## src/common/cache_pkg.sv

```systemverilog
// shared cache widths and types; NUM_WAYS is fixed at 2 because the LRU state is one bit per set
`default_nettype none

package cache_pkg;

	// --------------------
	// widths
	// --------------------
	localparam int WORD_W      = 32;  // processor data width
	localparam int WORD_ADDR_W = 30;  // processor word address
	localparam int LINE_WORDS  = 4;
	localparam int OFFS_W      = 2;   // word offset inside a line
	localparam int LINE_W      = WORD_W * LINE_WORDS;
	localparam int LINE_ADDR_W = WORD_ADDR_W - OFFS_W;

	localparam int DEF_SET_BITS = 2;  // four sets
	localparam int NUM_WAYS     = 2;

	// --------------------
	// line views
	// --------------------
	// flat for the memory side, word array for processor access
	typedef union packed {
		logic [LINE_W-1:0]                  flat;
		logic [LINE_WORDS-1:0][WORD_W-1:0] words;  // word 0 in the low bits
	} line_u;

	// controller states
	typedef enum logic [1:0] {
		READY     = 2'd0,
		WRITEBACK = 2'd1,
		REFILL    = 2'd2
	} cache_state_e;

	// memory request, held until the ready pulse
	typedef struct packed {
		logic                   read;
		logic                   write;
		logic [LINE_ADDR_W-1:0] addr;   // line address
		line_u                  wdata;  // write-back line
	} mem_req_t;

endpackage

`default_nettype wire

```

## src/cache/cache_tag_store.sv

```systemverilog
// tags, valid and LRU bits of a 2-way cache; one LRU bit per set, so the way count cannot grow
`timescale 1ns/1ps
`default_nettype none

module cache_tag_store #(
	parameter int SET_BITS = cache_pkg::DEF_SET_BITS
) (
	input  logic                                   clk,
	input  logic                                   rst_n,
	input  logic [cache_pkg::WORD_ADDR_W-1:0]      i_addr,
	input  logic                                   i_touch,     // completing access
	input  logic                                   i_fill,      // refill done
	input  logic                                   i_fill_way,
	output logic                                   o_hit,
	output logic                                   o_hit_way,
	output logic                                   o_victim_way,
	output logic                                   o_victim_valid,
	output logic [cache_pkg::LINE_ADDR_W-SET_BITS-1:0] o_victim_tag
);
	import cache_pkg::*;

	localparam int NUM_SETS = 1 << SET_BITS;
	localparam int TAG_W    = LINE_ADDR_W - SET_BITS;

	logic [TAG_W-1:0]                   tag_mem [NUM_SETS][NUM_WAYS];
	logic [NUM_SETS-1:0][NUM_WAYS-1:0] valid_q;
	logic [NUM_SETS-1:0]                lru_q;    // names the least recently used way

	logic [SET_BITS-1:0] set_idx;
	logic [TAG_W-1:0]    addr_tag;
	logic [NUM_WAYS-1:0] way_hit;

	assign set_idx  = i_addr[OFFS_W +: SET_BITS];
	assign addr_tag = i_addr[WORD_ADDR_W-1 -: TAG_W];

	// --------------------
	// lookup
	// --------------------
	always_comb begin
		for (int w = 0; w < NUM_WAYS; w++) begin
			way_hit[w] = valid_q[set_idx][w] && (tag_mem[set_idx][w] == addr_tag);
		end
	end

	assign o_hit     = |way_hit;
	assign o_hit_way = ~way_hit[0];  // way 0 wins when both match

	// first empty way, else the LRU way
	always_comb begin
		if (!valid_q[set_idx][0]) begin
			o_victim_way = 1'b0;
		end else if (!valid_q[set_idx][1]) begin
			o_victim_way = 1'b1;
		end else begin
			o_victim_way = lru_q[set_idx];
		end
	end

	assign o_victim_valid = valid_q[set_idx][o_victim_way];
	assign o_victim_tag   = tag_mem[set_idx][o_victim_way];

	// --------------------
	// update
	// --------------------
	always_ff @(posedge clk or negedge rst_n) begin
		if (!rst_n) begin
			valid_q <= '0;
			lru_q   <= '0;
		end else begin
			if (i_fill)
				valid_q[set_idx][i_fill_way] <= 1'b1;
			if (i_touch)
				lru_q[set_idx] <= ~o_hit_way;  // other way becomes LRU
		end
	end

	always_ff @(posedge clk) begin
		if (i_fill)
			tag_mem[set_idx][i_fill_way] <= addr_tag;
	end

endmodule

`default_nettype wire

```

## src/cache/cache_data_store.sv

```systemverilog
// line storage of a 2-way cache; contents are undefined until a way is refilled
`timescale 1ns/1ps
`default_nettype none

module cache_data_store #(
	parameter int SET_BITS = cache_pkg::DEF_SET_BITS
) (
	input  logic                              clk,
	input  logic [cache_pkg::WORD_ADDR_W-1:0] i_addr,
	input  logic                              i_way,        // hit way or latched victim
	input  logic                              i_word_we,    // write hit
	input  logic [cache_pkg::WORD_W-1:0]      i_wdata,
	input  logic                              i_fill,
	input  cache_pkg::line_u                  i_fill_line,
	output logic [cache_pkg::WORD_W-1:0]      o_word,
	output cache_pkg::line_u                  o_victim_line
);
	import cache_pkg::*;

	localparam int NUM_SETS = 1 << SET_BITS;

	line_u data_mem [NUM_SETS][NUM_WAYS];

	logic [SET_BITS-1:0] set_idx;
	logic [OFFS_W-1:0]   word_offs;

	assign set_idx   = i_addr[OFFS_W +: SET_BITS];
	assign word_offs = i_addr[OFFS_W-1:0];

	// --------------------
	// read side
	// --------------------
	assign o_word        = data_mem[set_idx][i_way].words[word_offs];
	assign o_victim_line = data_mem[set_idx][i_way];  // whole line for write-back

	// --------------------
	// write side
	// --------------------
	// fill and word write never coincide, fill only happens in refill
	always_ff @(posedge clk) begin
		if (i_fill) begin
			data_mem[set_idx][i_way] <= i_fill_line;
		end else if (i_word_we) begin
			data_mem[set_idx][i_way].words[word_offs] <= i_wdata;
		end
	end

endmodule

`default_nettype wire

```

## src/cache/cache_ctrl.sv

```systemverilog
// miss FSM of the cache; the requester must hold address, data and strobes while stalled
`timescale 1ns/1ps
`default_nettype none

module cache_ctrl #(
	parameter int SET_BITS = cache_pkg::DEF_SET_BITS
) (
	input  logic                                       clk,
	input  logic                                       rst_n,
	input  logic                                       i_proc_read,
	input  logic                                       i_proc_write,
	input  logic [cache_pkg::WORD_ADDR_W-1:0]          i_addr,
	input  logic                                       i_hit,
	input  logic                                       i_hit_way,
	input  logic                                       i_victim_way,
	input  logic                                       i_victim_valid,
	input  logic [cache_pkg::LINE_ADDR_W-SET_BITS-1:0] i_victim_tag,
	input  cache_pkg::line_u                           i_victim_line,
	input  logic                                       i_mem_ready,
	output logic                                       o_proc_stall,
	output cache_pkg::mem_req_t                        o_mem_req,
	output logic                                       o_touch,
	output logic                                       o_fill,
	output logic                                       o_way,
	output logic                                       o_word_we
);
	import cache_pkg::*;

	cache_state_e state_q;
	cache_state_e state_d;
	logic         victim_way_q;  // stable way for the whole miss
	logic         req;
	logic         miss;

	logic [SET_BITS-1:0] set_idx;

	assign req     = i_proc_read | i_proc_write;
	assign set_idx = i_addr[OFFS_W +: SET_BITS];
	assign miss    = (state_q == READY) && req && !i_hit;

	// --------------------
	// next state
	// --------------------
	always_comb begin
		state_d = state_q;
		case (state_q)
			READY: begin
				if (miss)
					state_d = i_victim_valid ? WRITEBACK : REFILL;
			end
			WRITEBACK: begin
				if (i_mem_ready)
					state_d = REFILL;
			end
			REFILL: begin
				if (i_mem_ready)
					state_d = READY;  // request hits next cycle
			end
			default: state_d = READY;
		endcase
	end

	always_ff @(posedge clk or negedge rst_n) begin
		if (!rst_n) begin
			state_q      <= READY;
			victim_way_q <= 1'b0;
		end else begin
			state_q <= state_d;
			if (miss)
				victim_way_q <= i_victim_way;
		end
	end

	// --------------------
	// outputs
	// --------------------
	// stall stays low without a request, even mid-miss
	assign o_proc_stall = (state_q == READY) ? (req && !i_hit) : req;

	assign o_touch   = (state_q == READY) && req && i_hit;
	assign o_word_we = (state_q == READY) && i_proc_write && i_hit;
	assign o_fill    = (state_q == REFILL) && i_mem_ready;
	assign o_way     = (state_q == READY) ? i_hit_way : victim_way_q;

	always_comb begin
		o_mem_req = '0;
		case (state_q)
			WRITEBACK: begin
				o_mem_req.write = 1'b1;
				o_mem_req.addr  = {i_victim_tag, set_idx};  // old line's home
				o_mem_req.wdata = i_victim_line;
			end
			REFILL: begin
				o_mem_req.read = 1'b1;
				o_mem_req.addr = i_addr[WORD_ADDR_W-1:OFFS_W];
			end
			default: o_mem_req = '0;
		endcase
	end

endmodule

`default_nettype wire

```

## src/cache/cache_top.sv

```systemverilog
// 2-way set-associative cache top; one request in flight, memory answers with a one-cycle ready
`timescale 1ns/1ps
`default_nettype none

module cache_top #(
	parameter int SET_BITS = cache_pkg::DEF_SET_BITS
) (
	input  logic                              clk,
	input  logic                              rst_n,
	// processor side
	input  logic                              i_proc_read,
	input  logic                              i_proc_write,
	input  logic [cache_pkg::WORD_ADDR_W-1:0] i_proc_addr,
	input  logic [cache_pkg::WORD_W-1:0]      i_proc_wdata,
	output logic [cache_pkg::WORD_W-1:0]      o_proc_rdata,
	output logic                              o_proc_stall,
	// memory side
	output cache_pkg::mem_req_t               o_mem_req,
	input  cache_pkg::line_u                  i_mem_rdata,
	input  logic                              i_mem_ready
);
	import cache_pkg::*;

	localparam int TAG_W = LINE_ADDR_W - SET_BITS;

	logic             hit;
	logic             hit_way;
	logic             victim_way;
	logic             victim_valid;
	logic [TAG_W-1:0] victim_tag;
	line_u            victim_line;
	logic             touch;
	logic             fill;
	logic             way;        // shared by tags and data
	logic             word_we;

	// --------------------
	// tags
	// --------------------
	cache_tag_store #(
		.SET_BITS (SET_BITS)
	) u_tags (
		.clk            (clk),
		.rst_n          (rst_n),
		.i_addr         (i_proc_addr),
		.i_touch        (touch),
		.i_fill         (fill),
		.i_fill_way     (way),
		.o_hit          (hit),
		.o_hit_way      (hit_way),
		.o_victim_way   (victim_way),
		.o_victim_valid (victim_valid),
		.o_victim_tag   (victim_tag)
	);

	// --------------------
	// data
	// --------------------
	cache_data_store #(
		.SET_BITS (SET_BITS)
	) u_data (
		.clk           (clk),
		.i_addr        (i_proc_addr),
		.i_way         (way),
		.i_word_we     (word_we),
		.i_wdata       (i_proc_wdata),
		.i_fill        (fill),
		.i_fill_line   (i_mem_rdata),  // taken in the ready cycle
		.o_word        (o_proc_rdata),
		.o_victim_line (victim_line)
	);

	// --------------------
	// control
	// --------------------
	cache_ctrl #(
		.SET_BITS (SET_BITS)
	) u_ctrl (
		.clk            (clk),
		.rst_n          (rst_n),
		.i_proc_read    (i_proc_read),
		.i_proc_write   (i_proc_write),
		.i_addr         (i_proc_addr),
		.i_hit          (hit),
		.i_hit_way      (hit_way),
		.i_victim_way   (victim_way),
		.i_victim_valid (victim_valid),
		.i_victim_tag   (victim_tag),
		.i_victim_line  (victim_line),
		.i_mem_ready    (i_mem_ready),
		.o_proc_stall   (o_proc_stall),
		.o_mem_req      (o_mem_req),
		.o_touch        (touch),
		.o_fill         (fill),
		.o_way          (way),
		.o_word_we      (word_we)
	);

endmodule

`default_nettype wire

```

## config.mk

```make
export PLATFORM = sky130hd
export DESIGN_NAME = cache_top
export DESIGN_NICKNAME = d
export VERILOG_FILES = /design/src/common/cache_pkg.sv /design/src/cache/cache_tag_store.sv /design/src/cache/cache_data_store.sv /design/src/cache/cache_ctrl.sv /design/src/cache/cache_top.sv
export SDC_FILE = /design/constraint.sdc
export NUM_CORES = 2
export LEC_CHECK = 0
export ABC_AREA = 1
export BUFFER_PORTS_ARGS = -buffer_cell sky130_fd_sc_hd__clkbuf_2
export CAP_MARGIN = 20
export CORE_MARGIN = 2
export CORE_UTILIZATION = 40
export CTS_CLUSTER_SIZE = 30
export DETAILED_ROUTE_END_ITERATION = 8
export REMOVE_ABC_BUFFERS = 1
export SYNTH_ARGS = -nofsm -noshare
export SYNTH_HDL_FRONTEND = slang
export SYNTH_SLANG_ARGS = --single-unit
export TNS_END_PERCENT = 50
```

## constraint.sdc

```tcl
create_clock -name clk -period 4.3 [get_ports clk]
set_clock_uncertainty 0.05 [all_clocks]
set_input_delay 0.215 -clock clk [delete_from_list [all_inputs] [get_ports clk]]
set_output_delay 0.215 -clock clk [all_outputs]
set_load 0.005 [all_outputs]
```

**Word level (Yosys, flattened, before mapping)**

Memories as Yosys holds them, arrays and structs flattened.
Index checks and enable logic that the tools add are counted.

- Magnitude comparators: 10
- Eq/ne operators: 7
- Multiplexer cells: 304
- Bitwise logic cells: 261
- Reductions and logical operators: 17

Operators by type and width:

| operator | number |
|---|---|
| 2-to-1 mux 128 bit | 6 |
| 2-to-1 mux 256 bit | 2 |
| 2-to-1 mux 1 bit | 270 |
| OR 1 bit | 257 |
| demux 128 bit (select 1 bit) | 2 |
| 2-to-1 mux 26 bit | 4 |
| binary-select mux 32 bit (select 2 bit) | 1 |
| demux 32 bit (select 2 bit) | 1 |
| 2-to-1 mux 32 bit | 2 |
| case mux 28 bit (2 select lines) | 1 |
| == test 26 bit | 2 |
| 2-to-1 mux 52 bit | 1 |
| demux 26 bit (select 1 bit) | 1 |
| logical AND 1 bit | 13 |
| 2-to-1 mux 2 bit | 6 |
| OR 8 bit | 1 |
| < comparator 2 x 3 -> 1 bit, second input constant | 2 |
| case mux 2 bit (3 select lines) | 1 |
| binary-select mux 2 bit (select 2 bit) | 1 |
| bitwise mux 4 bit | 1 |
| demux 2 bit (select 2 bit) | 1 |
| greater-or-equal comparator 2 x 1 -> 1 bit, second input constant | 2 |
| greater-or-equal comparator 2 bit, second input constant | 2 |
| < comparator 1 x 2 -> 1 bit, second input constant | 2 |
| other kinds (15) | 17 |

- Register bits after elaboration: 15
- RAM bits: 1232
- Output and inout port bits: 191
- Word-level logic and storage cells: 608
- Memories kept: 2

Memory list:

| memory | words | bits a word | rd ports | clocked after memory_dff | write ports | line | RTL |
|---|---|---|---|---|---|---|---|
| u_data.data_mem | 4 | 256 | 1 | 0 | 1 | cache_data_store.sv:22 | `line_u data_mem [NUM_SETS][NUM_WAYS];` |
| u_tags.tag_mem | 4 | 52 | 1 | 0 | 1 | cache_tag_store.sv:25 | `logic [TAG_W-1:0] tag_mem [NUM_SETS][NUM_WAYS];` |

**Logic depth before layout (Yosys ltp)**

- Depth in word-level cells: 12
- Mapped depth: 23
- Mapped depth without buffers: 19

**Modules after synthesis**

From an unflattened synthesis, not the netlist that was laid out.

- Cell total of the unflattened synthesis: 6164
- Area total of the unflattened synthesis: 58170.8 um^2

By module, submodules not included:

| module | instances | cells an instance | area each (um^2) |
|---|---|---|---|
| cache_data_store | 1 | 4680 | 46290.6 |
| cache_tag_store | 1 | 1083 | 10198.5 |
| cache_ctrl | 1 | 401 | 1681.6 |

**Worst setup path after synthesis**

OpenSTA, ideal clock, no wires.

- Path kind: input-to-reg
- Start: input port i_proc_addr[2] (netlist name)
- End: memory u_data.data_mem[0][0] (netlist name) (enable)
- Setup time: 421 ps
- Arrival time: 3363 ps
- Path slack: 466 ps
- Stages on the path: 20
- Buffers on the path: 5
- Path through: buf_4 > inv_2 > buf_6 > buf_6 > nand2_1 > nand2_1 > nand2_1 > nand3_1 > nand2_1 > nand2_1 > nor2_1 > nand3_1 > o21bai_2 > nand2_2 > buf_6 > buf_2 > nand2_2 > inv_1 > nor2_2 > nor2_1

- Longest elaborated chain between the ends: 12
- Elaborated cells on any way between the ends: 24
- Those cells by class: 2 x order compare; 2 x eq/ne; 11 x mux; 3 x bitwise; 5 x reduce/logical; 1 x memory

RTL lines:

| item | line | RTL |
|---|---|---|
| from (decl) | cache_top.sv:13 | `input logic [cache_pkg::WORD_ADDR_W-1:0] i_proc_addr,` |
| memory read (4 x 52 bit) or binary-select mux 2 bit (select 2 bit) (tied branches) | n/a |  |
| == test 26 bit or 2-to-1 mux 2 bit (tied branches) | cache_tag_store.sv:41 | `way_hit[w] = valid_q[set_idx][w] && (tag_mem[set_idx][w] == addr_tag);` |
| logical AND 1 bit | cache_tag_store.sv:41 |  |
| inverter 1 bit | cache_tag_store.sv:46 | `assign o_hit_way = ~way_hit[0];` |
| 2-to-1 mux 1 bit | cache_ctrl.sv:83 | `assign o_way = (state_q == READY) ? i_hit_way : victim_way_q;` |
| inverter 1 -> 2 bit (not written as such) | cache_data_store.sv:42, cache_data_store.sv:44 |  |
| greater-or-equal comparator 2 bit (not written as such) or < comparator 2 x 1 -> 1 bit (tied branches) | cache_data_store.sv:42, cache_data_store.sv:44 |  |
| logical AND 1 bit (not written as such) | cache_data_store.sv:42, cache_data_store.sv:44 |  |
| 2-to-1 mux 128 bit (on tied branches) | cache_data_store.sv:42, cache_data_store.sv:44 |  |
| demux 128 bit (select 1 bit) (on tied branches) | cache_data_store.sv:42, cache_data_store.sv:44 |  |
| 2-to-1 mux 256 bit (on tied branches) | cache_data_store.sv:42, cache_data_store.sv:44 |  |
| OR 1 bit (no line) | n/a |  |
| to (decl) | cache_data_store.sv:22 |  |

Several ways; a longest one is shown, not always the timed one. The select of a mux whose other input is x is not followed.

**Worst setup path in the final report**

- Start: memory u_tags.tag_mem[3][40] (netlist name)
- End: output port o_proc_rdata[25] (netlist name)

- Longest elaborated chain between the ends: 11

RTL lines:

| item | line | RTL |
|---|---|---|
| from (decl) | cache_tag_store.sv:25 |  |
| memory read (4 x 52 bit) | n/a |  |
| == test 26 bit | cache_tag_store.sv:41 |  |
| logical AND 1 bit | cache_tag_store.sv:41 |  |
| inverter 1 bit | cache_tag_store.sv:46 |  |
| 2-to-1 mux 1 bit | cache_ctrl.sv:83 |  |
| inverter 1 -> 2 bit (not written as such) | cache_data_store.sv:33 | `assign o_word = data_mem[set_idx][i_way].words[word_offs];` |
| 2-to-1 mux 128 bit (not written as such) (3 in series) | cache_data_store.sv:33 |  |
| binary-select mux 32 bit (select 2 bit) | cache_data_store.sv:33 |  |
| 2-to-1 mux 32 bit (not written as such) | cache_data_store.sv:33 |  |
| to (decl) | cache_top.sv:15 | `output logic [cache_pkg::WORD_W-1:0] o_proc_rdata,` |

Every way passes these cells. The select of a mux whose other input is x is not followed.

==> impl_metrics.ini <==
[power]
power_frac_seq_pct = 41.9
swShare_pct = 32.1
clkPwrFrac_pct = 34.0
power_density_mw_per_mm2 = 503
combPwrFrac_pct = 24.1
p_switching_mw = 10.8
ir_worst_vdd_mv = 0.542
intPower_mw = 22.9
power_leakage_nw = 26.2

[finish]
n_fill_cell = 12300
synthToLayoutAreaGrowth_pct = 21.5
drive_gt1_share_pct = 16.2
multi_input_area_mm2 = 0.0157
ff_latch_area_mm2 = 0.0374
final_common_cell = nand2_1
nets = 5872
fin_cells = 7576
layout_common_cells = 1535 x nand2_1, 1232 x edfxtp_1, 449 x nor2_1

[placed_design]
dp_hpwl_um = 123000
dpl.cell_count = 7171
place_congestion = 0.922
numPortBuffers = 385

[grt]
grt_max_degree = 161
grt_pass1_vias = 39900
grt-ovfl-total = 0
grt_usage_pct = 27.0
antenna_found_initial = 18
grt_pass1_wl_um = 275000

[sta]
min_period_ns = 4.24
tightest_slew_ns = 1.09
setup_viol = 0
whs_ns = 0.0739
tns_ns = 0
grt_setup_unrepaired = yes
hold_violations = 0
slew_headroom_pct = 27.5
period_share_pct = 98.5
fmax_mhz = 236
drv_slew = 0

[synth]
seq_area_frac_synth_pct = 67.6
async_reset_ff_share_pct = 1.20
synthXorXnorAreaFrac_pct = 0.0158
synthMuxAreaShare_pct = 0
post_synth_num_cell_types = 35
syn_inst = 5022
synth_top_family_by_area = simple AND/OR/NAND/NOR gates
yosys.area_share.simple_pct = 18.7
ys_ff_latch = 1247
syn_area_mm2 = 0.0553
synth_area_per_cell_um2 = 11.0
ys.flop_type = edfxtp_1
synth_compound_area_share_pct = 8.99
synth_edf_count = 1232
yosysWarnings = 0
yosys.area_share.adder_pct = 0.0679

[setup_path]
worstPathRequired_ns = 4.03
critical_path_class = register to output port
crit_start = u_tags.tag_mem[3][40]
cp.arrival_ns = 3.97
worstRegToRegCells = 17
crit_path_end_kind = output port
crit_path_max_fanout = 35
critPathLaunchType = register
worstReg2RegStart = u_tags.tag_mem[3][40]

[detailed_routing]
firstDrtPassIters = 6
num_vias = 42600
wl_um = 195000
viasPerCell = 5.62
avgRoutedWirePerCell_um = 25.7
drt_drc_violations_left = 0
ant_nets = 0
drtIter0Drc = 5490

[clock_network]
max-clock-path-buffers = 3
htreeDepth = 4
clock_latency_ns = 0.81
post_cts_buffers = 0
root_buffer = clkbuf_16
numCtsBuffers = 136
cts_tree = yes
cts.reportedPaths.clkPinSlew_ns = 0.06
cts.sink_count = 1247

[die]
fp.dieH_um = 376
fp.coreArea_mm2 = 0.137
num_rows = 136
initial_utilization_pct = 40.3
die_x_um = 376
pin_count = 386
fp.dieArea_mm2 = 0.141

[flow_run]
drv_cap = 0

[hold_path]
hold_path.class = input pin to register
min_path_cells = 5
hp-start = i_proc_write

[status]
status = complete, no violations
Yosys cell counts, drive strengths merged, types with 2 or more instances:
library cell / n / area [um^2]
a31oi: 26 / 163
a22o: 128 / 1120
dfrtp: 15 / 375
a221oi: 256 / 2240
a22oi: 4 / 30.0
inv: 295 / 1110
a21oi: 48 / 240
edfxtp: 1232 / 37000
buf: 136 / 817
o21ai: 40 / 200
nand4: 14 / 87.6
or2: 6 / 37.5
nor2: 508 / 1990
and2: 4 / 25.0
nand2: 1540 / 5790
nor3: 134 / 671
nand3: 327 / 1690
nand3b: 2 / 15.0
o21bai: 129 / 972
ha: 3 / 37.5
clkbuf: 173 / 649
routing by layer:
layer  track usage [%]  up-vias  routed length [um]
met1              36.5    20800               78500
met3              7.67      431               21800
met4              10.8       16                7880
met5                 0        -                 100
met2              40.9     2317               86300
li1                  -    19000                   -
state kept, by name, summed over array words and instances (netlist names):
signal / flops
u_tags.tag_mem: 208
u_tags.lru_q: 4
u_ctrl.state_q: 2
u_data.data_mem: 1024
u_ctrl.victim_way_q: 1
u_tags.valid_q: 8
power groups by stage:
stage          Sequential (mW)  Clock (mW)  Combinational (mW)
2_1_floorplan             14.4           0                3.66
3_3_place_gp              14.4           0                7.81
3_5_place_dp              14.4           0                7.85
4_1_cts                   14.1        11.6                7.99
5_1_grt                   14.2        12.0                8.68
6_report                  14.1        11.5                8.12
metrics by stage:
stage	power (mW)	utilization, %	instance area (um^2)	setup WS, ns
4_1_cts	33.7	48.9	67100	0.141
3_5_place_dp	22.2	44.6	61200	0.422
3_3_place_gp	22.2	44.6	61200	0.387
2_1_floorplan	18.0	-	53800	-13.78
5_1_grt	34.9	48.9	67200	-0.00231
6_report	33.8	48.9	67200	0.0635
what timing repair did:
| action | in CTS | in global routing |
|---|---|---|
| endpoints found under the hold margin | 1251 | 0 |
| gates resized for setup | 0 | 3 |
| setup endpoints to repair | 0 | 11 |
| hold buffers | 159 | 0 |
cell type report:
cell class              instances  area share [%]
flip-flops and latches       1247            55.6
multi-input cells            3171            23.3
well taps                    1794            3.34
repair buffers                823            9.50
inverters                     295            1.67
diodes                          5          0.0186
clock buffers                 161            5.27
clock inverters                80            1.22
critical path: stages (launching register included):
cell	delay (ns)
edfxtp_1	0.36
nand2_1	0.08
nand2_1	0.05
nand2_1	0.08
nand2_1	0.06
nand2_1	0.20
nand2_1	0.15
nor2_1	0.11
nand2_1	0.06
nor2_1	0.10
nand2_1	0.15
o21bai_4	0.31
buf_12	0.33
buf_12	0.23
nand3_1	0.21
nand3_1	0.17
nand2_1	0.15
inv_1	0.11
nand2_1	0.05
clkbuf_2	0.10
logic make-up (layout without fill, tap and decap cells):
kind of cell | count (synthesis) | in the layout
adder cells (fa/ha/maj) | 3 | 3
other | 0 | 5
buffers and inverters | 604 | 1359
AO/OA/AOI/OAI | 631 | 631
flip-flops | 1247 | 1247
XOR/XNOR | 1 | 1
AND/OR/NAND/NOR | 2536 | 2536
path summary, 6_finish.rpt:
path,end,slack (ns)
max,o_proc_rdata[25],0.06
min,u_tags.lru_q[3],0.07
max reg2reg,u_data.data_mem[2][45],0.79
min reg2reg,u_tags.valid_q[5],0.41
max in group asynchronous,u_tags.lru_q[0],3.10
min in group asynchronous,u_ctrl.state_q[0],0.58
(Power assumes the default switching activity.)
